<file path="src/verilog/core_macros.svh">
`ifndef CORE_MACROS_SVH
`define CORE_MACROS_SVH

// datapath and register file shape.
`define CORE_XLEN 32
`define CORE_NREGS 32

// data RAM size in 32-bit words.
`define CORE_DMEM_WORDS 256

// retiring this pc raises exit.
`define CORE_EXIT_PC 32'h00000044

// reset values for x2 and for the remaining nonzero registers.
`define CORE_SP_RESET 32'h00002000
`define CORE_REG_RESET 32'hffffffff

// id held before the first retirement.
`define CORE_INST_ID_NOP 64'hffff_ffff_ffff_ffff

`endif

</file>
<file path="src/verilog/core_pkg.sv">
`default_nettype none

`include "core_macros.svh"

package core_pkg;

    localparam int REG_AW = $clog2(`CORE_NREGS);

    // mem_size encodings.
    localparam logic [1:0] MEM_SIZE_B = 2'b00;
    localparam logic [1:0] MEM_SIZE_H = 2'b01;
    localparam logic [1:0] MEM_SIZE_W = 2'b10;

    typedef enum logic [3:0] {
        ADD, SUB, AND, OR, XOR, SLL, SRL, SRA, SLT, SLTU, COPY_B
    } alu_op_e;

    typedef enum logic [2:0] {
        WB_ALU, WB_MEMB, WB_MEMBU, WB_MEMH, WB_MEMHU, WB_MEMW, WB_PC
    } wb_sel_e;

    typedef enum logic {
        OPB_RS2, OPB_IMM
    } op_b_src_e;

    typedef enum logic [1:0] {
        FWD_RF, FWD_MEM, FWD_WB
    } fwd_sel_e;

    typedef struct packed {
        alu_op_e     alu_op;
        op_b_src_e   op_b_src;
        wb_sel_e     wb_sel;
        logic        rf_wen;
        logic        mem_wen;
        logic [1:0]  mem_size;
        logic [REG_AW-1:0] wb_addr;
    } ctrl_t;

    typedef struct packed {
        logic [`CORE_XLEN-1:0] pc;
        logic [63:0]           inst_id;
        logic [REG_AW-1:0]     rs1;
        logic [REG_AW-1:0]     rs2;
        logic [`CORE_XLEN-1:0] imm;
        ctrl_t                 ctrl;
    } issue_t;

    typedef struct packed {
        logic [`CORE_XLEN-1:0] pc;
        logic [63:0]           inst_id;
        ctrl_t                 ctrl;
        logic [`CORE_XLEN-1:0] alu_out;
        logic [`CORE_XLEN-1:0] store_data;
    } ex_mem_t;

    typedef struct packed {
        logic [`CORE_XLEN-1:0] pc;
        logic [63:0]           inst_id;
        ctrl_t                 ctrl;
        logic [`CORE_XLEN-1:0] alu_out;
        logic [`CORE_XLEN-1:0] mem_rdata; // shifted down, not extended.
    } mem_wb_t;

    typedef struct packed {
        logic                  wen;
        logic [REG_AW-1:0]     addr;
        logic [`CORE_XLEN-1:0] data;
    } rf_wr_t;

endpackage

`default_nettype wire

</file>
<file path="src/verilog/regfile.sv">
`timescale 1ns/1ps
`default_nettype none

`include "core_macros.svh"

module regfile import core_pkg::*; (
    input  wire                   clk,
    input  wire                   rst_n_i,
    input  wire [REG_AW-1:0]      rs1_i,
    input  wire [REG_AW-1:0]      rs2_i,
    output logic [`CORE_XLEN-1:0] rs1_data_o,
    output logic [`CORE_XLEN-1:0] rs2_data_o,
    input  wire [REG_AW-1:0]      dbg_addr_i,
    output logic [`CORE_XLEN-1:0] dbg_data_o,
    input  rf_wr_t                wr_i
);

    logic [`CORE_XLEN-1:0] regs [`CORE_NREGS];

    always_ff @(posedge clk or negedge rst_n_i) begin
        if (!rst_n_i) begin
            for (int i = 0; i < `CORE_NREGS; i++) begin
                if (i == 0)
                    regs[i] <= '0;
                else if (i == 2)
                    regs[i] <= `CORE_SP_RESET; // stack pointer.
                else
                    regs[i] <= `CORE_REG_RESET;
            end
        end else if (wr_i.wen && wr_i.addr != '0) begin
            regs[wr_i.addr] <= wr_i.data;
        end
    end

    // forwarding from the write-back stage stands in for a write bypass.
    always_comb begin
        rs1_data_o = regs[rs1_i];
        rs2_data_o = regs[rs2_i];
        dbg_data_o = regs[dbg_addr_i];
    end

endmodule

`default_nettype wire

</file>
<file path="config.mk">
export PLATFORM = sky130hd
export DESIGN_NAME = regfile
export DESIGN_NICKNAME = d
export VERILOG_FILES = /design/src/verilog/core_pkg.sv /design/src/verilog/regfile.sv
export VERILOG_INCLUDE_DIRS = /design/src /design/src/verilog
export SDC_FILE = /design/constraint.sdc
export NUM_CORES = 2
export LEC_CHECK = 0
export BUFFER_PORTS_ARGS = -buffer_cell sky130_fd_sc_hd__buf_2
export CAP_MARGIN = 10
export CORE_MARGIN = 1
export CORE_UTILIZATION = 40
export DETAILED_ROUTE_END_ITERATION = 10
export HOLD_SLACK_MARGIN = 0.1
export PLACE_DENSITY = 0.6
export SKIP_CTS_REPAIR_TIMING = 1
export SLEW_MARGIN = 10
export SYNTH_ARGS = -nofsm -noshare
export SYNTH_HDL_FRONTEND = slang
export SYNTH_SLANG_ARGS = --single-unit
export TNS_END_PERCENT = 1
</file>
<file path="constraint.sdc">
create_clock -name clk -period 1.9 [get_ports clk]
set_clock_uncertainty 0.1 [all_clocks]
set_input_delay 0.19 -clock clk [delete_from_list [all_inputs] [get_ports clk]]
set_output_delay 0.19 -clock clk [all_outputs]
set_load 0.01 [all_outputs]
</file>
==> results.sh <==
export IMPL_outcome="finished, violations left"
export IMPL_violations="negative setup slack"
export IMPL_startpoint="regs[786]"
export IMPL_rsz0062_at_grt="yes"
export IMPL_multi_input_area_um2=37000
export IMPL_cp_cell_sequence="mux2i_1 > a22o_1 > nor3_1 > a31oi_1 > nand3_1 > buf_6 > buf_2"
export IMPL_clk_latency_ns=0.74
export IMPL_max_stage_delay_ns=0.56
export IMPL_p_per_area_nw_per_um2=939
export IMPL_dp_hpwl_mm=167
export IMPL_seq_area_um2=26800
export IMPL_wl_per_cell_um=29.6
export IMPL_grt_start_max_net_pins=97
export IMPL_yosys_warnings=0
export IMPL_power_mw=75.1
export IMPL_cts_buffers_inserted=115
export IMPL_core_area_um2=163000
export IMPL_h_tree_depth=3
export IMPL_max_freq_mhz=376
export IMPL_sequentialPowerShare_pct=44.7
export IMPL_synth_edf_count=0
export IMPL_crit_required_ns=1.61
export IMPL_drt_iter0_markers=4614
export IMPL_regToRegStartpoint="regs[389]"
export IMPL_clk_path_buf_depth=3
export IMPL_nNetsFinal=6224
export IMPL_synth_top_family_by_area="multiplexers"
export IMPL_hold_path_class="in2reg"
export IMPL_fin_crit_sh_pct=140
export IMPL_yosys_area_top_type="dfstp_2"
export IMPL_area_delta_synth_final_pct=22.2
export IMPL_endpoint_kind="output port"
export IMPL_critPathArrivalTime_ns=2.37
export IMPL_ys_types=30
export IMPL_fin_ws_ns=-0.759
export IMPL_max_slew_margin_pct=47.8
export IMPL_startpoint_type="flip-flop"
export IMPL_worstMarginPinSlew_ns=0.782
export IMPL_avgViaCountPerCell=6.14
export IMPL_grt_overflow=0
export IMPL_synth_compound_area_share_pct=8.99
export IMPL_critPathKind="reg2out"
export IMPL_dieArea_um2=165000
export IMPL_combPwrFrac_pct=24.2
export IMPL_cts_root_buf="clkbuf_16"
export IMPL_ant_nets=0
export IMPL_synth_area_leaders="dfstp_2, mux2i_1, mux2_2"
export IMPL_synth_flop_cell="dfstp_2"
export IMPL_synth_nets=5823
export IMPL_synth_cell_area_um2=65500
export IMPL_gp_congestion=0.910
export IMPL_synthAdderAreaFrac_pct=0
export IMPL_ir_worst_vdd_mv=1.04
export IMPL_internal_power_mw=52.0
export IMPL_drc=0
export IMPL_critPathMaxFanout=4
export IMPL_holdWs_ns=0.123
export IMPL_period_needed_ns=2.66
export IMPL_top_register="regs"
export IMPL_avgSynthCellArea_um2=11.3
export IMPL_grt_pass1_vias=51300
export IMPL_worstHoldStart="wr_i[32]"
export IMPL_largest_reg_flops=1024
export IMPL_finalWirelength_mm=250
export IMPL_dpl_cell_count=8190
export IMPL_layoutNonFillerInstCount=8449
export IMPL_dp_slack_ns=-0.426
export IMPL_p_sw_mw=23.0
export IMPL_rows=148
export IMPL_max_cap_violations=0
export IMPL_p_clk_share_pct=31.1
export IMPL_clk_pin_slew_worst_paths_ns=0.06
export IMPL_p_leak_nw=35.2
export IMPL_vias=51900
export IMPL_cts_sinks=1024
export IMPL_drive_above_1_share_pct=50.8
export IMPL_synth_common_cells="mux2i_1, mux2_2, dfstp_2, nand2_1, nand3_1"
export IMPL_top_regs="regs: 1024 flops"
export IMPL_fill_cells=14600
export IMPL_finalSetupTns_ns=-59.15
export IMPL_cts_tree="yes"
export IMPL_grt_usage_pct=29.6
export IMPL_hold_viol=0
export IMPL_first_pass_iters=6
export IMPL_synth_seq_cells=1024
export IMPL_synth_most_common_cell="mux2i_1"
export IMPL_setup_viol_count_final=120
export IMPL_die_h_um=407
export IMPL_ys_seq_area_share_pct=41.0
export IMPL_io_buffers=150
export IMPL_cpMaxStageDelayCell="dfstp_2"
export IMPL_async_reset_ff_share_pct=100
export IMPL_report_final_slew_viol_count=0
export IMPL_grt_pass1_wl_mm=360
export IMPL_die_x_um=407
export IMPL_yosys_area_share_simple_pct=5.18
export IMPL_start_util_pct=40.3
export IMPL_synth_cells=5768
export IMPL_antenna_found_initial=21
export IMPL_synth_mux_area_share_pct=40.6
export IMPL_r2r_slack_ns=0.49
export IMPL_yosysTopAreaCellShare_pct=38.6
export IMPL_synth_xor_area_share_pct=0
export IMPL_switching_share_pct=30.7
export IMPL_pin_count=151
==> path summary, 6_finish.rpt <==
| path | to | depth (start not counted) |
|---|---|---|
| min | regs[416] | 4 |
| max | rs2_data_o[18] | 7 |
| min in group asynchronous | regs[251] | 2 |
| min reg2reg | regs[1013] | 0 |
| max in group asynchronous | regs[801] | 4 |
| max reg2reg | regs[389] | 2 |
==> worst max-delay path: cells and delay by family (launching register included) <==
| kind | cells | cell delay [ns] |
|---|---|---|
| flops | 1 | 0.56 |
| compound gates | 2 | 0.34 |
| mux | 1 | 0.07 |
| buf+inv | 2 | 0.31 |
| simple gates | 2 | 0.33 |
==> layer usage <==
layer,vias up,routed length [µm],track usage (%),part of all wire [%]
met5,-,58,0,0.023
met4,8,11800,14.7,4.7
met3,617,16700,4.99,6.7
met2,2117,116000,46.8,46
met1,26800,106000,39.0,42
li1,22400,-,-,-
==> area by class of cell <==
| type | instances | area share (%) |
|---|---|---|
| antenna | 6 | 0.0188 |
| clock buffer | 178 | 4.36 |
| clock inverter | 38 | 0.551 |
| multi-input combinational | 4139 | 46.2 |
| sequential | 1024 | 33.5 |
| tap | 2175 | 3.40 |
| timing repair buffer | 889 | 11.9 |
==> power by group through the flow <==
stage / Clock (mW) / Sequential (mW) / Combinational [mW]
after CTS: 23.7 / 33.3 / 17.5
after global placement: 0 / 33.3 / 17.1
final: 23.3 / 33.5 / 18.2
after global routing: 24.6 / 34.1 / 19.4
after detailed placement: 0 / 33.6 / 17.4
after floorplan: 0 / 32.1 / 12.0
==> through the flow <==
step / area, µm² / utilization [%]
final: 80000 / 49.2
after global routing: 80000 / 49.2
after CTS: 78600 / 48.3
after detailed placement: 74700 / 45.9
after global placement: 74700 / 45.9
after floorplan: 65500 / -
==> logic make-up (layout without fill, tap and decap cells) <==
group / count (synthesis) / in the layout
mux: 2528 / 2528
flops: 1024 / 1024
compound gates: 864 / 864
simple gates: 747 / 747
buf+inv: 605 / 1105
other cells: 0 / 6
==> cells in the final DEF (no fill, tap or decap), types with 74 or more instances in the layout <==
cell type and instances:
a21oi_1 288, a22o_1 192, a22oi_1 287, a31oi_1 74
buf_12 233, buf_2 113, buf_4 471, clkbuf_16 116
dfstp_2 961, mux2_2 982, mux2i_1 1536, nand2_1 290
nand3_1 257, nor3_2 81
(Power assumes the default switching activity.)
