### src/verilog/core_macros.svh
`ifndef CORE_MACROS_SVH
`define CORE_MACROS_SVH

// datapath and register file shape.
`define CORE_XLEN 32
`define CORE_NREGS 32

// data RAM size in 32-bit words.
`define CORE_DMEM_WORDS 256

// retiring this pc raises exit.
`define CORE_EXIT_PC 32'h00000044

// reset values for x2 and for the remaining nonzero registers.
`define CORE_SP_RESET 32'h00002000
`define CORE_REG_RESET 32'hffffffff

// id held before the first retirement.
`define CORE_INST_ID_NOP 64'hffff_ffff_ffff_ffff

`endif

### src/verilog/core_pkg.sv
`default_nettype none

`include "core_macros.svh"

package core_pkg;

    localparam int REG_AW = $clog2(`CORE_NREGS);

    // mem_size encodings.
    localparam logic [1:0] MEM_SIZE_B = 2'b00;
    localparam logic [1:0] MEM_SIZE_H = 2'b01;
    localparam logic [1:0] MEM_SIZE_W = 2'b10;

    typedef enum logic [3:0] {
        ADD, SUB, AND, OR, XOR, SLL, SRL, SRA, SLT, SLTU, COPY_B
    } alu_op_e;

    typedef enum logic [2:0] {
        WB_ALU, WB_MEMB, WB_MEMBU, WB_MEMH, WB_MEMHU, WB_MEMW, WB_PC
    } wb_sel_e;

    typedef enum logic {
        OPB_RS2, OPB_IMM
    } op_b_src_e;

    typedef enum logic [1:0] {
        FWD_RF, FWD_MEM, FWD_WB
    } fwd_sel_e;

    typedef struct packed {
        alu_op_e     alu_op;
        op_b_src_e   op_b_src;
        wb_sel_e     wb_sel;
        logic        rf_wen;
        logic        mem_wen;
        logic [1:0]  mem_size;
        logic [REG_AW-1:0] wb_addr;
    } ctrl_t;

    typedef struct packed {
        logic [`CORE_XLEN-1:0] pc;
        logic [63:0]           inst_id;
        logic [REG_AW-1:0]     rs1;
        logic [REG_AW-1:0]     rs2;
        logic [`CORE_XLEN-1:0] imm;
        ctrl_t                 ctrl;
    } issue_t;

    typedef struct packed {
        logic [`CORE_XLEN-1:0] pc;
        logic [63:0]           inst_id;
        ctrl_t                 ctrl;
        logic [`CORE_XLEN-1:0] alu_out;
        logic [`CORE_XLEN-1:0] store_data;
    } ex_mem_t;

    typedef struct packed {
        logic [`CORE_XLEN-1:0] pc;
        logic [63:0]           inst_id;
        ctrl_t                 ctrl;
        logic [`CORE_XLEN-1:0] alu_out;
        logic [`CORE_XLEN-1:0] mem_rdata; // shifted down, not extended.
    } mem_wb_t;

    typedef struct packed {
        logic                  wen;
        logic [REG_AW-1:0]     addr;
        logic [`CORE_XLEN-1:0] data;
    } rf_wr_t;

endpackage

`default_nettype wire

### src/verilog/writeback_stage.sv
`timescale 1ns/1ps
`default_nettype none

`include "core_macros.svh"

module writeback_stage import core_pkg::*; (
    input  mem_wb_t               wb_q_i,
    input  wire                   wb_valid_i,
    output logic [`CORE_XLEN-1:0] wb_data_o,
    output rf_wr_t                rf_wr_o
);

    logic [`CORE_XLEN-1:0] rdata;
    logic [`CORE_XLEN-1:0] link_pc;

    assign rdata   = wb_q_i.mem_rdata;
    assign link_pc = wb_q_i.pc + `CORE_XLEN'd4;

    always_comb begin
        case (wb_q_i.ctrl.wb_sel)
            WB_MEMB: begin
                wb_data_o = {{(`CORE_XLEN-8){rdata[7]}}, rdata[7:0]};
            end
            WB_MEMBU: begin
                wb_data_o = {{(`CORE_XLEN-8){1'b0}}, rdata[7:0]};
            end
            WB_MEMH: begin
                wb_data_o = {{(`CORE_XLEN-16){rdata[15]}}, rdata[15:0]};
            end
            WB_MEMHU: begin
                wb_data_o = {{(`CORE_XLEN-16){1'b0}}, rdata[15:0]};
            end
            WB_MEMW: begin
                wb_data_o = rdata;
            end
            WB_PC: begin
                wb_data_o = link_pc; // jal / jalr return address.
            end
            default: begin
                wb_data_o = wb_q_i.alu_out;
            end
        endcase
    end

    // x0 writes are dropped here as well as in the register file.
    always_comb begin
        rf_wr_o.wen  = wb_valid_i && wb_q_i.ctrl.rf_wen && (wb_q_i.ctrl.wb_addr != '0);
        rf_wr_o.addr = wb_q_i.ctrl.wb_addr;
        rf_wr_o.data = wb_data_o;
    end

endmodule

`default_nettype wire

### config.mk
export PLATFORM = sky130hd
export DESIGN_NAME = writeback_stage
export DESIGN_NICKNAME = d
export VERILOG_FILES = /design/src/verilog/core_pkg.sv /design/src/verilog/writeback_stage.sv
export VERILOG_INCLUDE_DIRS = /design/src /design/src/verilog
export SDC_FILE = /design/constraint.sdc
export NUM_CORES = 1
export LEC_CHECK = 0
export BUFFER_PORTS_ARGS = -buffer_cell sky130_fd_sc_hd__clkbuf_2
export CELL_PAD_IN_SITES_DETAIL_PLACEMENT = 2
export CELL_PAD_IN_SITES_GLOBAL_PLACEMENT = 2
export CORE_MARGIN = 1
export CORE_UTILIZATION = 14
export DETAILED_ROUTE_END_ITERATION = 10
export PLACE_DENSITY = 0.83
export SYNTH_ARGS = -nofsm -noshare
export SYNTH_HDL_FRONTEND = slang
export SYNTH_SLANG_ARGS = --single-unit
### constraint.sdc
create_clock -name vclk -period 3.74
set_input_delay 0.935 -clock vclk [all_inputs]
set_output_delay 0.935 -clock vclk [all_outputs]
set_load 0.005 [all_outputs]
==> run metrics, run 1 <==
Hold WC Path Type=input pin to primary output; status=finished clean; Synth Instances=~320; Worst-Margin Slew=about 0.75 ns; first-pass GRT wire length=17,000 µm; vias in the first global route=~3,300; post-synthesis sequential area ratio=0%; Compound-Gate Fraction of Synth Area=approximately 36%; RSZ-0062 raised after global routing=false; VDD IR-drop max=between 0.03 and 0.04 mV; Die Area=about 15,000 µm²; 1st-iter DRT viols=57; main area contributors after synthesis=buf_4 (14%), a21oi_1 (5.6%), o211ai_1 (5.1%), nor2_1 (4.9%), o221ai_1 (4.7%); final worst path period share=a little over nine tenths; Slew HR=between 50% and 60%; syn_area_per_cell=about 6.4 µm²; Critical Path RT=roughly 2.8 ns; DR WL/cell=around 18 µm; Detailed Routing Iterations Pass 1=4; largest area contributor in the netlist=buf_4; setup TNS=0 ns; mux cell area share after synthesis=under 10%; top-area cell type share of the netlist area=between 10% and 20%; Final #Nets=~640; CP startpoint kind=input pin; Post-Synth XOR/XNOR Area=under 10%; Net Count, Synth=~500; Area Overhead vs Synth=44.2%; largest net degree at the start of global routing=27; initial antenna violation count=0; Post-route DRC=0; Antenna Nets Post-Route=0; Final GP Congestion=~0.8; share of cells above drive strength 1=a little under half; post-synthesis simple-gate area fraction=a little over a third; Total Routing Usage GR=between 10 and 15%; Leak Pwr=around 0.0014 µW; Die Height=approximately 120 µm; largest family of logic cells by synthesized area=simple AND/OR/NAND/NOR gates; placeable core area=14,100 µm²; DR vias/cell=4.90; Final min period=about 3.6 ns; Max Transition Viols Final=0; Seq Cell Count=0; Max Cap Violations=0; Initial Utilization=between 10% and 20%; Crit Path Category=input pin to primary output; FMAX=approximately 0.28 GHz; num rows=43; synthesized area=roughly 2000 µm²; # IOs=approximately 250; setup violators final=0; synth warn=0; PD cells=between 100 and 150 nW/µm²; total global routing overflow=0; DRT Wirelength=11,500 µm; Worst Setup End Kind=primary output; adder-cell share of the synthesized area=less than 1%; Core Util, Final=between 20% and 30%; Sequential cell area=0 µm²; hold path depth=2; antenna cells=0; DP Wirelength=roughly 10000 µm; clock buf count=0; DR vias=approximately 3,100; Worst Path Max Fanout=7; final hold violations=0; fillers=1,774; port bufs=176; die width=approximately 120 µm; Arrival @ worst endpoint=2.64 ns; distinct cell type count after synthesis=between 50 and 60
==> layout by cell type, fill, tap and decap left out, types with 3 or more instances in the layout <==
cell type | netlist | final
o21ai_0 | 8 | 8
o221ai_1 | 11 | 11
nor3_1 | 6 | 6
a221oi_1 | 5 | 5
nand4_1 | 13 | 13
or4_1 | 5 | 5
xor2_1 | 5 | 5
nand3b_1 | 8 | 8
o311ai_0 | 3 | 3
xnor2_1 | 6 | 6
inv_1 | 3 | 3
nand2_1 | 16 | 16
nand3_1 | 18 | 18
and3_1 | 8 | 8
o22a_1 | 5 | 5
a31oi_1 | 3 | 3
mux2_2 | 4 | 4
nor2b_1 | 4 | 4
clkbuf_2 | 1 | 176
nor2_1 | 27 | 27
nor4_1 | 6 | 6
and4_1 | 4 | 4
buf_4 | 37 | 23
o22ai_1 | 11 | 11
a21o_1 | 4 | 4
o211ai_1 | 14 | 14
a21oi_1 | 23 | 23
a22oi_1 | 5 | 5
==> cell usage after synthesis (3+ instances only) <==
cell type and instances:
o211ai_1 14, inv_1 3, o311ai_0 3, a31oi_1 3
a221oi_1 5, a22oi_1 5, mux2_2 4, nor2_1 27
xnor2_1 6, a21o_1 4, nor3_1 6, nand3_1 18
nand4_1 13, nand2_1 16, nor2b_1 4, buf_4 37
and3_1 8, a21oi_1 23, and4_1 4, nor4_1 6
o22ai_1 11, o21ai_0 8, o22a_1 5, xor2_1 5
or4_1 5, o221ai_1 11, buf_2 6, clkbuf_1 14
nand3b_1 8
==> where the power goes <==
group | leakage (µW) | internal [µW] | total (µW) | switching (µW)
sequential | 0 | 0 | 0 | 0
combinational | 0.00135 | 167 | 367 | 200
clock | 0 | 0 | 0 | 0
total | 0.00135 | 167 | 367 | 200
==> worst max-delay path: stages <==
cell and delay (ns):
clkbuf_2 0.16, and4_1 0.26, nand3_1 0.25, or4b_2 0.70, o211ai_1 0.15, clkbuf_2 0.17
==> cells by family (layout without fill, tap and decap cells) <==
| kind of cell | Yosys count | after routing |
|---|---|---|
| simple gates | 131 | 131 |
| compound gates | 105 | 105 |
| buf+inv | 64 | 203 |
| xor+xnor | 11 | 11 |
| mux | 6 | 6 |
| fa+ha+maj | 1 | 1 |
==> final timing paths <==
path   startpoint          end  slack, ns
max   wb_q_i[149]  rf_wr_o[19]       0.16
min    wb_q_i[67]  rf_wr_o[35]       2.06
==> stage by stage <==
stage / hold WS, ns / setup WS, ns / std cells / area [µm²] / total power, µW
final: 2.06 / 0.163 / 637 / 2960 / 367
after global routing: 2.07 / 0.0311 / 637 / 2960 / 405
after CTS: 2.06 / 0.100 / 634 / 2930 / 372
after detailed placement: 2.06 / 0.104 / 634 / 2930 / 370
after global placement: 2.05 / 0.134 / 634 / 2930 / 355
after floorplan: 1.95 / 0.453 / 318 / 2050 / 210
==> layer usage <==
| metal | routed length (µm) | GRT usage, % | share of wire (%) | vias up |
|---|---|---|---|---|
| met5 | 0 | 0 | 0 | - |
| li1 | - | - | - | 1492 |
| met2 | 6090 | 30.1 | 53 | 131 |
| met1 | 4550 | 15.5 | 39 | 1495 |
| met3 | 730 | 1.43 | 6.3 | 6 |
| met4 | 156 | 1.88 | 1.4 | 0 |
==> final cells by class <==
type,instances,area [µm²],area share (%)
Tap cell,180,225,7.62
Timing Repair Buffer,199,1050,35.6
Multi-Input combinational cell,254,1660,56.2
Inverter,4,15.0,0.508
==> repair_timing <==
item	CTS	global route
resized for setup	0	0
buffers inserted	0	3
endpoints found under the setup margin	0	2
hold buffers	0	0
Note: power is estimated with default switching activity, not from simulation.
==> run 2, diff against run 1 <==
--- a/config.mk
+++ b/config.mk
@@ -6,7 +6,7 @@
 export SDC_FILE = /design/constraint.sdc
 export NUM_CORES = 1
 export LEC_CHECK = 0
-export BUFFER_PORTS_ARGS = -buffer_cell sky130_fd_sc_hd__clkbuf_2
+export BUFFER_PORTS_ARGS = -buffer_cell sky130_fd_sc_hd__buf_2
 export CELL_PAD_IN_SITES_DETAIL_PLACEMENT = 2
 export CELL_PAD_IN_SITES_GLOBAL_PLACEMENT = 2
 export CORE_MARGIN = 1
==> run 2 against run 1 <==
  * Fmax shrank 0.84%
  * Count of clock-buffer cells in the layout is the same
  * Routed wire length shrank 0.97%
  * Combinational power shrank 1%
  * Worst hold slack gained 0.0014 ns
  * Critical path depth grew 2
  * Cell area shrank 0.59%
==> run metrics, run 2 (synthesis results as in run 1) <==
total global routing overflow=0 (unchanged); CP startpoint kind=input pin; Final GP Congestion=0.801 (-1.1%); combinational share of power=100.0% (about the same); hold path depth=2 (unchanged); # IOs=248 (unchanged); Die Height=123 µm (unchanged); placeable core area=14,100 µm² (unchanged); Initial Utilization=14.5% (unchanged); num rows=43 (unchanged); Final #Nets=634 (-0.63%); buffer count from post-CTS setup fixing=0 (unchanged); final hold violations=0 (unchanged); Critical Path RT=2.80 ns (about the same); status=finished clean; Slew HR=53.9% (+3.6 points); clock share of power=0% (unchanged); FMAX=0.277 GHz (-0.84%); Post-route DRC=0 (unchanged); Reg power frac=0% (unchanged); Crit Path Category=input pin to primary output; port bufs=176 (unchanged); Arrival @ worst endpoint=2.67 ns (+0.03 ns); Area Overhead vs Synth=43.3%; setup TNS=0 ns (unchanged); share of cells above drive strength 1=45.3% (-0.48 points); Worst Setup End Kind=primary output; antenna cells=0 (unchanged); DR vias=3,081 (-1.4%); DR WL/cell=18.0 µm (-0.35%); commonest non-fill, non-tap cell in the layout=buf_2; PD cells=123 nW/µm² (-0.89%); RSZ-0062 raised after global routing=false; Total Routing Usage GR=14.5% (+0.16 points); clock buf count=0 (unchanged); CTS Hold Bufs=0 (unchanged); DP Wirelength=9820 µm (unchanged); Worst-Margin Slew=0.691 ns (-0.0539 ns); DRT Wirelength=11,400 µm (-0.97%); first-pass GRT wire length=17,300 µm (+1.9%); placed cell count=633 (-0.16%); Int Pwr=167 µW (about the same); Die Area=15,100 µm² (unchanged); Hold WC Path Type=input pin to primary output; VDD IR-drop max=0.0343 mV (-5.9%); Final min period=3.61 ns (+0.0303 ns); Detailed Routing Iterations Pass 1=4 (unchanged); largest net degree at the start of global routing=24 (-11%); P_sw=195 µW (-2.7%); initial antenna violation count=0 (unchanged); die width=123 µm (unchanged); Non-Filler Instances=633 (-0.63%); setup violators final=0 (unchanged); Seq Cell Count=0 (unchanged); launch point of the worst hold path=wb_q_i[64]; most frequent cells in the layout=buf_2 (176), nor2_1 (27), a21oi_1 (23), nand3_1 (18), buf_4 (18); DR vias/cell=4.87 (-0.75%); Core Util, Final=20.8% (-0.12 points); fillers=1,725 (-2.8%); Sequential cell area=0 µm² (unchanged); Worst Path Max Fanout=11 (+4); vias in the first global route=3,368 (+1.7%); Antenna Nets Post-Route=0 (unchanged); final worst path period share=96.5% (+0.81 points); Resize count post-CTS=0 (unchanged); Leak Pwr=0.00131 µW (-2.9%); 1st-iter DRT viols=49 (-14%); hold path endpoint=rf_wr_o[32]; Net Sw Frac=53.9% (-0.69 points); Max Cap Violations=0 (unchanged); Max Transition Viols Final=0 (unchanged)
-- run 2: area by class of cell --
class / instances / area, µm² / area share [%]
Inverter: 4 / 15.0 / 0.511
Multi-Input combinational cell: 254 / 1660 / 56.6
Tap cell: 180 / 225 / 7.67
Timing Repair Buffer: 195 / 1040 / 35.3
-- run 2: how the worst max path moves through the flow --
stage,startpoint,endpoint,slack (ns),cells past startpoint
6_report,wb_q_i[147],rf_wr_o[28],0.13,8
4_1_cts,wb_q_i[147],rf_wr_o[28],0.1,8
5_1_grt,wb_q_i[147],rf_wr_o[28],0.02,8
3_5_place_dp,wb_q_i[147],rf_wr_o[28],0.10,8
2_1_floorplan,wb_q_i[73],wb_data_o[19],0.45,6
3_3_place_gp,wb_q_i[147],rf_wr_o[28],0.14,8
-- run 2: per-stage QoR --
step	area, µm²	setup slack [ns]	total power [µW]	hold WS, ns
6_report	2940	0.133	362	2.06
5_1_grt	2940	0.0179	402	2.06
4_1_cts	2940	0.0957	369	2.06
3_5_place_dp	2940	0.103	367	2.06
3_3_place_gp	2940	0.145	353	2.05
2_1_floorplan	2050	0.453	210	1.95
-- run 2: metal layers --
| layer | track usage (%) | vias up | routed length (µm) |
|---|---|---|---|
| met5 | 0 | - | 0 |
| met4 | 0.979 | 0 | 68 |
| met3 | 1.66 | 2 | 734 |
| met2 | 29.9 | 125 | 6020 |
| met1 | 16.3 | 1468 | 4590 |
| li1 | - | 1486 | - |
-- run 2: worst max-delay path, cell delays in order --
cell	delay, ns
buf_2	0.14
ha_1	0.24
and4_1	0.26
nand4_1	0.12
buf_4	0.19
or4_1	0.48
o211ai_1	0.14
buf_2	0.16
-- run 2: power groups by stage --
| stage | Clock, µW | Sequential [µW] | Combinational (µW) |
|---|---|---|---|
| finish | 0 | 0 | 362 |
| global route | 0 | 0 | 402 |
| CTS | 0 | 0 | 369 |
| detailed placement | 0 | 0 | 367 |
| global placement | 0 | 0 | 353 |
| floorplan | 0 | 0 | 210 |
