`config.mk`:
```
export PLATFORM = sky130hd
export DESIGN_NAME = pipe_control
export DESIGN_NICKNAME = d
export VERILOG_FILES = /design/src/verilog/core_pkg.sv /design/src/verilog/pipe_control.sv
export VERILOG_INCLUDE_DIRS = /design/src /design/src/verilog
export SDC_FILE = /design/constraint.sdc
export NUM_CORES = 1
export LEC_CHECK = 0
export ABC_AREA = 1
export BUFFER_PORTS_ARGS = -buffer_cell sky130_fd_sc_hd__buf_2
export CORE_AREA = 2 2 213 215
export DETAILED_ROUTE_END_ITERATION = 16
export DIE_AREA = 0 0 215 217
export GPL_TIMING_DRIVEN = 0
export SYNTH_ARGS = -nofsm -noshare
export SYNTH_HDL_FRONTEND = slang
export SYNTH_SLANG_ARGS = --single-unit
export TNS_END_PERCENT = 50
```
`constraint.sdc`:
```
create_clock -name clk -period 1.8 [get_ports clk]
set_input_delay 0.27 -clock clk [delete_from_list [all_inputs] [get_ports clk]]
set_output_delay 0.27 -clock clk [all_outputs]
set_load 0.02 [all_outputs]
```
`src/verilog/core_macros.svh`:
```
`ifndef CORE_MACROS_SVH
`define CORE_MACROS_SVH

// datapath and register file shape.
`define CORE_XLEN 32
`define CORE_NREGS 32

// data RAM size in 32-bit words.
`define CORE_DMEM_WORDS 256

// retiring this pc raises exit.
`define CORE_EXIT_PC 32'h00000044

// reset values for x2 and for the remaining nonzero registers.
`define CORE_SP_RESET 32'h00002000
`define CORE_REG_RESET 32'hffffffff

// id held before the first retirement.
`define CORE_INST_ID_NOP 64'hffff_ffff_ffff_ffff

`endif

```
`src/verilog/core_pkg.sv`:
```
`default_nettype none

`include "core_macros.svh"

package core_pkg;

    localparam int REG_AW = $clog2(`CORE_NREGS);

    // mem_size encodings.
    localparam logic [1:0] MEM_SIZE_B = 2'b00;
    localparam logic [1:0] MEM_SIZE_H = 2'b01;
    localparam logic [1:0] MEM_SIZE_W = 2'b10;

    typedef enum logic [3:0] {
        ADD, SUB, AND, OR, XOR, SLL, SRL, SRA, SLT, SLTU, COPY_B
    } alu_op_e;

    typedef enum logic [2:0] {
        WB_ALU, WB_MEMB, WB_MEMBU, WB_MEMH, WB_MEMHU, WB_MEMW, WB_PC
    } wb_sel_e;

    typedef enum logic {
        OPB_RS2, OPB_IMM
    } op_b_src_e;

    typedef enum logic [1:0] {
        FWD_RF, FWD_MEM, FWD_WB
    } fwd_sel_e;

    typedef struct packed {
        alu_op_e     alu_op;
        op_b_src_e   op_b_src;
        wb_sel_e     wb_sel;
        logic        rf_wen;
        logic        mem_wen;
        logic [1:0]  mem_size;
        logic [REG_AW-1:0] wb_addr;
    } ctrl_t;

    typedef struct packed {
        logic [`CORE_XLEN-1:0] pc;
        logic [63:0]           inst_id;
        logic [REG_AW-1:0]     rs1;
        logic [REG_AW-1:0]     rs2;
        logic [`CORE_XLEN-1:0] imm;
        ctrl_t                 ctrl;
    } issue_t;

    typedef struct packed {
        logic [`CORE_XLEN-1:0] pc;
        logic [63:0]           inst_id;
        ctrl_t                 ctrl;
        logic [`CORE_XLEN-1:0] alu_out;
        logic [`CORE_XLEN-1:0] store_data;
    } ex_mem_t;

    typedef struct packed {
        logic [`CORE_XLEN-1:0] pc;
        logic [63:0]           inst_id;
        ctrl_t                 ctrl;
        logic [`CORE_XLEN-1:0] alu_out;
        logic [`CORE_XLEN-1:0] mem_rdata; // shifted down, not extended.
    } mem_wb_t;

    typedef struct packed {
        logic                  wen;
        logic [REG_AW-1:0]     addr;
        logic [`CORE_XLEN-1:0] data;
    } rf_wr_t;

endpackage

`default_nettype wire

```
`src/verilog/pipe_control.sv`:
```
`timescale 1ns/1ps
`default_nettype none

`include "core_macros.svh"

module pipe_control import core_pkg::*; (
    input  wire         clk,
    input  wire         rst_n_i,
    input  wire         issue_valid_i,
    input  issue_t      issue_i,
    input  ex_mem_t     ex_q_i,
    input  wire         ex_valid_i,
    input  mem_wb_t     wb_q_i,
    input  wire         wb_valid_i,
    output fwd_sel_e    fwd_a_o,
    output fwd_sel_e    fwd_b_o,
    output logic        stall_o,
    output logic        take_o,
    output logic [31:0] retire_count_o,
    output logic        exit_o
);

    logic        mem_writes;
    logic        wb_writes;
    logic        mem_is_load;
    logic        src_hit;
    logic        new_retire;
    logic [63:0] last_id;

    // producers that actually write a nonzero register.
    assign mem_writes = ex_valid_i && ex_q_i.ctrl.rf_wen && (ex_q_i.ctrl.wb_addr != '0);
    assign wb_writes  = wb_valid_i && wb_q_i.ctrl.rf_wen && (wb_q_i.ctrl.wb_addr != '0);

    function automatic fwd_sel_e fwd_pick(input logic [REG_AW-1:0] rs);
        if (mem_writes && ex_q_i.ctrl.wb_addr == rs)
            return FWD_MEM; // youngest producer wins.
        else if (wb_writes && wb_q_i.ctrl.wb_addr == rs)
            return FWD_WB;
        else
            return FWD_RF;
    endfunction

    always_comb begin
        fwd_a_o = fwd_pick(issue_i.rs1);
        fwd_b_o = fwd_pick(issue_i.rs2);
    end

    // only the ALU result is forwarded from the memory stage, so loads there stall.
    always_comb begin
        case (ex_q_i.ctrl.wb_sel)
            WB_MEMB, WB_MEMBU, WB_MEMH, WB_MEMHU, WB_MEMW: mem_is_load = 1'b1;
            default: mem_is_load = 1'b0;
        endcase
    end

    assign src_hit = (ex_q_i.ctrl.wb_addr == issue_i.rs1) ||
                     (ex_q_i.ctrl.wb_addr == issue_i.rs2);
    assign stall_o = issue_valid_i && mem_writes && mem_is_load && src_hit;
    assign take_o  = issue_valid_i && !stall_o;

    assign new_retire = wb_valid_i && (wb_q_i.inst_id != last_id);

    always_ff @(posedge clk or negedge rst_n_i) begin
        if (!rst_n_i) begin
            retire_count_o <= '0;
            last_id        <= `CORE_INST_ID_NOP;
            exit_o         <= 1'b0;
        end else if (new_retire) begin
            retire_count_o <= retire_count_o + 32'd1;
            last_id        <= wb_q_i.inst_id;
            if (wb_q_i.pc == `CORE_EXIT_PC)
                exit_o <= 1'b1; // sticky.
        end
    end

endmodule

`default_nettype wire

```
==> flow_summary.toml, run 1 <==
[detailed_routing]
drc_errors = 0
drt-total-wl_um = 21100
via_count = 6575
wl_per_cell_um = 12.0
dr.pass1.iters = 7
ant_nets = 0
drtIter0Drc = 405
vias_per_cell = 3.73

[global_routing]
grtUsageTotal_pct = 8.91
first_global_vias = 6436
grt_overflow_total = 0
antenna_found_initial = 5
grt_pass1_wl_um = 32500
grt_max_degree = 60

[synth]
synthCells = 964
synth_xor_area_share_pct = 7.72
synth_simple_gate_area_share_pct = 43.0
synth_mux_area_share_pct = 0
synth_compound_area_share_pct = 0.355
syn_area_per_cell_um2 = 6.59
netlist_area_um2 = 6350
synth_nets = 1479
synth_cell_type_count = 25
ys_warn_count = 0
ys_seq_area_share_pct = 39.5
synth-async-reset-ratio_pct = 100
synthAdderAreaFrac_pct = 0.197
synth_flop_cell = "dfstp_2"
synth-edff-count = 0
synth_top_family_by_area = "simple AND/OR/NAND/NOR gates"
synth_seq_cells = 97

[sta]
hold_viol = 0
clock.fmax_ghz = 0.505
clock-skew-final_ps = 14.6
period_share_pct = 110
setup_tns_ps = -14190
setup_ws_ps = -181
slew_violations = 0
relSlewSlack_pct = 57.7
worstMarginPinSlew_ps = 627
layout_min_cycle_time_ps = 1980
setup_viol_count_final = 97
rsz0062_at_grt = "yes"

[worst_setup_path]
r2r_end = "last_id[37]"
crit_path_end_kind = "register"
required_ps = 2110
r2r_cells = 14
worstPathArrival_ps = 2290
path_class = "register to register"
r2r_start = "last_id[14]"
critPathLaunch = "last_id[14]"
critPathMaxFanout = 10
reg2reg_slack_ps = -180
worstSetupStartpointType = "register"

[place]
dp_slack_ps = -962
globalplace.congestion = 0.917
port_buffers = 163
dpl-instance-area_um2 = 7950
dpl.hpwl_um = 16000
dp_cells = 1728

[cells_and_area]
stdcell_count = 1761
layout.nets = 1669
fillCellCount = 5128
area_growth_syn_to_layout_pct = 38.7
finalInstanceArea_um2 = 8800
drive_gt1_share_pct = 29.1

[flow_run]
max-cap-violations = 0

[die]
ios = 553
die_area_um2 = 46700
die_h_um = 217
num_rows = 78
start_util_pct = 14.2
die_w_um = 215
core_um2 = 44700

[power_and_ir_drop]
power_density_nw_per_um2 = 673
cellLeakagePower_nw = 4.59
peakVddDrop_mv = 0.383
p_total_mw = 5.93

[outcome]
failed_checks = "setup timing"
status = "complete, but fails checks"

[clocking]
clock_latency_ps = 380
cts.clk_slew.worst_paths_ps = 80
cts-root-buf = "clkbuf_16"
cts-buffers-inserted = 9
cts_max_path_buffers = 2
h-tree-depth = 3
cts_tree = "done"
cts_sinks = 97

[min_path]
min_path_cells = 3
hold_start = "wb_q_i[115]"
hold_path_end = "last_id[34]"
hold_class = "input port to register"
power breakdown:
group	switching (mW)	leakage (nW)	internal (mW)	total (mW)
logic	0.684	3.32	0.503	1.19
clock network	0.985	0.145	1.10	2.08
registers	0.204	1.12	2.45	2.66
cells in the mapped netlist, drive strengths merged, types with 2 or more instances:
library cell	number	area, um^2
dfrtp	33	826
nand2	397	1500
clkbuf	6	22.5
nand3	110	561
nor2	115	432
inv	110	413
dfstp	64	1680
nor3	22	110
nand3b	4	30.0
o21ai	2	10.0
nor4	8	50.1
nand4	7	43.8
buf	25	150
xnor2	19	166
xor2	37	324
metrics by stage:
step	hold WS, ps	util (%)
floorplan	-25.6	-
detailed placement	294	17.8
CTS	93.1	19.2
global route	103	19.7
finish	123	19.7
global placement	452	17.7
cells by family after synthesis:
| family | count (synthesis) |
|---|---|
| buf+inv | 142 |
| xor+xnor | 56 |
| fa+ha+maj | 1 |
| compound gates | 4 |
| flops | 97 |
| simple gates | 664 |
metal layers:
metal	part of all wire, %	wire, um	track usage [%]
met1	48	10000	11.6
met2	44	9270	14.0
met3	6.5	1370	2.82
met4	1.7	367	2.80
met5	0.23	49	0
worst max-delay path by stage:
stage,endpoint,slack (ps),cells past startpoint
after floorplan,exit_o,110,13
after detailed placement,fwd_a_o[1],-960,7
after CTS,last_id[16],-220,14
after global placement,fwd_a_o[1],-940,7
after global routing,last_id[48],-340,14
final,last_id[37],-180,14
state kept, by name (all words and copies together) (netlist names):
| register | flops |
|---|---|
| retire_count_o | 32 |
| last_id | 64 |
| exit_o | 1 |
area by class of cell:
class / instances / area [um^2] / share of cell area, %
clock buffers: 10 / 229 / 2.60
diodes: 2 / 5.00 / 0.0568
inverters: 111 / 417 / 4.73
repair buffers: 179 / 1010 / 11.5
well taps: 600 / 751 / 8.53
flip-flops and latches: 97 / 2510 / 28.5
clock inverters: 6 / 75.1 / 0.853
plain buffers: 31 / 310 / 3.52
multi-input cells: 725 / 3500 / 39.7
placed cells by master, fill, tap and decap left out, types with 11 or more instances in the layout:
cell type,instances
buf_2,168
clkbuf_16,11
dfrtp_1,33
dfstp_2,64
inv_1,108
nand2_1,367
nand2_2,21
nand3_1,103
nor2_1,100
nor3_1,21
xnor2_1,19
xor2_1,37
worst max-delay path: stages (launching register included):
cell and delay (ps):
dfstp_2 570, inv_1 50, nand2_1 60, nand2_1 70, nor2_2 100, nand2_1 90
nor2_4 140, nand2_4 80, nor2_4 140, nand2_8 110, nand2_8 120, buf_12 150
buf_8 140, nand2_1 50, nand2_1 60
timing repair:
| item | CTS | global route |
|---|---|---|
| endpoints found under the setup margin | 101 | 101 |
| hold buffers | 1 | 0 |
| setup buffers | 8 | 5 |
| pin swaps | 6 | 4 |
| hold endpoints to repair | 33 | 0 |
| resized for setup | 62 | 57 |
| gates cloned | 0 | 1 |
Note: power is estimated with default switching activity, not from simulation.
==> run 2: changes to the inputs <==
--- a/config.mk
+++ b/config.mk
@@ -12,6 +12,7 @@
 export DETAILED_ROUTE_END_ITERATION = 16
 export DIE_AREA = 0 0 215 217
 export GPL_TIMING_DRIVEN = 0
+export PLACE_DENSITY = 0.41
 export SYNTH_ARGS = -nofsm -noshare
 export SYNTH_HDL_FRONTEND = slang
 export SYNTH_SLANG_ARGS = --single-unit
==> flow_summary.toml, run 2 (synthesized netlist as in run 1, its figures left out) <==
[sta]
layout_min_cycle_time_ps = 2030
period_share_pct = 113
clock.fmax_ghz = 0.492
clock-skew-final_ps = 13.4
slew_violations = 0
worstMarginPinSlew_ps = 658
relSlewSlack_pct = 56.1
setup_viol_count_final = 97
hold_viol = 0
setup_ws_ps = -233
rsz0062_at_grt = "yes"

[clocking]
cts_tree = "done"
cts.clk_slew.worst_paths_ps = 80
cts_max_path_buffers = 2
cts-buffers-inserted = 9
clock_latency_ps = 380
cts-root-buf = "clkbuf_16"
h-tree-depth = 3
cts_sinks = 97

[detailed_routing]
drc_errors = 0
drt-total-wl_um = 22000
dr.pass1.iters = 4
via_count = 6464
wl_per_cell_um = 12.5
drtIter0Drc = 355
vias_per_cell = 3.67
ant_nets = 0

[die]
die_h_um = 217
num_rows = 78
start_util_pct = 14.2
die_area_um2 = 46700
ios = 553
core_um2 = 44700
die_w_um = 215

[cells_and_area]
top_register = "last_id"
largest_reg_flops = 64
reg.largest.list = "last_id (64), retire_count_o (32), exit_o (1)"
final_cell_mix = "nand2_1 (370), buf_2 (166), inv_1 (108), nand3_1 (107), nor2_1 (101)"
drive_gt1_share_pct = 28.4
seq_area_um2 = 2510
stdcell_count = 1761
mostFrequentLayoutCell = "nand2_1"
layout.nets = 1669
fillCellCount = 5158
multiInputGateArea_um2 = 3410
area_growth_syn_to_layout_pct = 38.0
finalInstanceArea_um2 = 8760

[global_routing]
grtUsageTotal_pct = 9.45
grt_overflow_total = 0
grt_max_degree = 83
grt_pass1_wl_um = 34000
antenna_found_initial = 6
first_global_vias = 6295

[place]
dp_cells = 1728
globalplace.congestion = 0.821
dpl-instance-area_um2 = 7950
dpl.hpwl_um = 16500
port_buffers = 163

[worst_setup_path]
path_cells = "nand2_1, inv_1, nor2_1, nor2_2, nand2_1, nor2_2, nand2_2, nor2_4, nand2_8, nand2_8, buf_12, clkbuf_16, nand2_2, nand2_1"
crit_buf_inv = 3
critPathMaxStageDelay_ps = 550
crit_path_frequent_cell = "nand2_1"
r2r_cells = 14
path_class = "register to register"
cpLargestDelayFamily = "simple AND/OR/NAND/NOR gates"
required_ps = 2120
worstSetupStartpointType = "register"
critPathMaxFanout = 8
crit_slowest_cell = "dfstp_2"
worstPathArrival_ps = 2350
crit_path_end_kind = "register"
worstSetupPathDepth = 14

[outcome]
status = "complete, but fails checks"
failed_checks = "setup timing"

[power_and_ir_drop]
cellLeakagePower_nw = 4.57
peakVddDrop_mv = 0.479
power_density_nw_per_um2 = 702

[min_path]
min_path_cells = 3
hold_class = "input port to register"

[flow_run]
max-cap-violations = 0
[run 2: cell types whose count changed in the layout (fill, tap and decap cells not counted), sizes merged]
cell,previous run,this run
buf,204,200
clkbuf,15,19
bufinv,1,2
clkinv,3,2
clkinvlp,1,0
inv,112,113
[run 2: area by class of cell]
| type | instances | area share [%] |
|---|---|---|
| Buffer | 31 | 3.26 |
| Clock inverter | 6 | 1.09 |
| Inverter | 111 | 4.76 |
| Clock buffer | 10 | 2.86 |
| Timing Repair Buffer | 179 | 11.9 |
| Tap cell | 600 | 8.57 |
| Sequential cell | 97 | 28.6 |
| Multi-Input combinational cell | 725 | 38.9 |
| Antenna cell | 2 | 0.0571 |
[run 2: metal layers]
layer  part of all wire [%]  wire length, um  vias to the layer above  track usage [%]
li1                       -                -                     3340                -
met1                     49            10900                     2920             12.6
met2                     43             9410                      173             14.8
met3                    6.4             1410                       23             3.10
met4                    1.2              254                        8             2.23
met5                   0.26               57                        -                0
[run 2: worst reg2reg max path, delay by kind of cell (launching register included)]
kind	cells	cell delay, ps
flip-flops	1	550
AND/OR/NAND/NOR	11	1060
buffers and inverters	3	370
[run 2: power breakdown]
part	internal [mW]	leakage, nW	switching (mW)
logic	0.495	3.28	0.662
clock network	1.32	0.171	1.01
registers	2.45	1.12	0.207
[run 2: path summary, 6_finish.rpt]
kind / start / endpoint / slack, ps
worst max-delay path: last_id[41] / last_id[53] / -230
worst min-delay path: wb_q_i[115] / last_id[34] / 120
worst max register to register: last_id[41] / last_id[53] / -230
worst min register to register: exit_o / exit_o / 460
max in group asynchronous: rst_n_i / last_id[50] / 790
min in group asynchronous: rst_n_i / retire_count_o[24] / 280
[run 2: per-stage QoR]
stage | hold WS [ps] | setup TNS, ps | utilization, % | total power [mW] | setup slack [ps]
after floorplan | -25.6 | 0 | - | 3.27 | 109
after global placement | 452 | -106310 | 17.7 | 3.75 | -967
after detailed placement | 119 | -55130 | 17.8 | 3.77 | -655
after CTS | 85.7 | -27670 | 18.9 | 6.23 | -304
after global routing | 102 | -34940 | 19.6 | 6.56 | -400
final | 118 | -17860 | 19.6 | 6.15 | -233
[run 2: repair_timing]
item / CTS / global route
endpoints found under the hold margin: 15 / 0
pin swaps: 7 / 10
setup buffers: 4 / 6
gates cloned: 0 / 4
hold buffers: 1 / 0
resized for setup: 34 / 68
endpoints found under the setup margin: 99 / 97
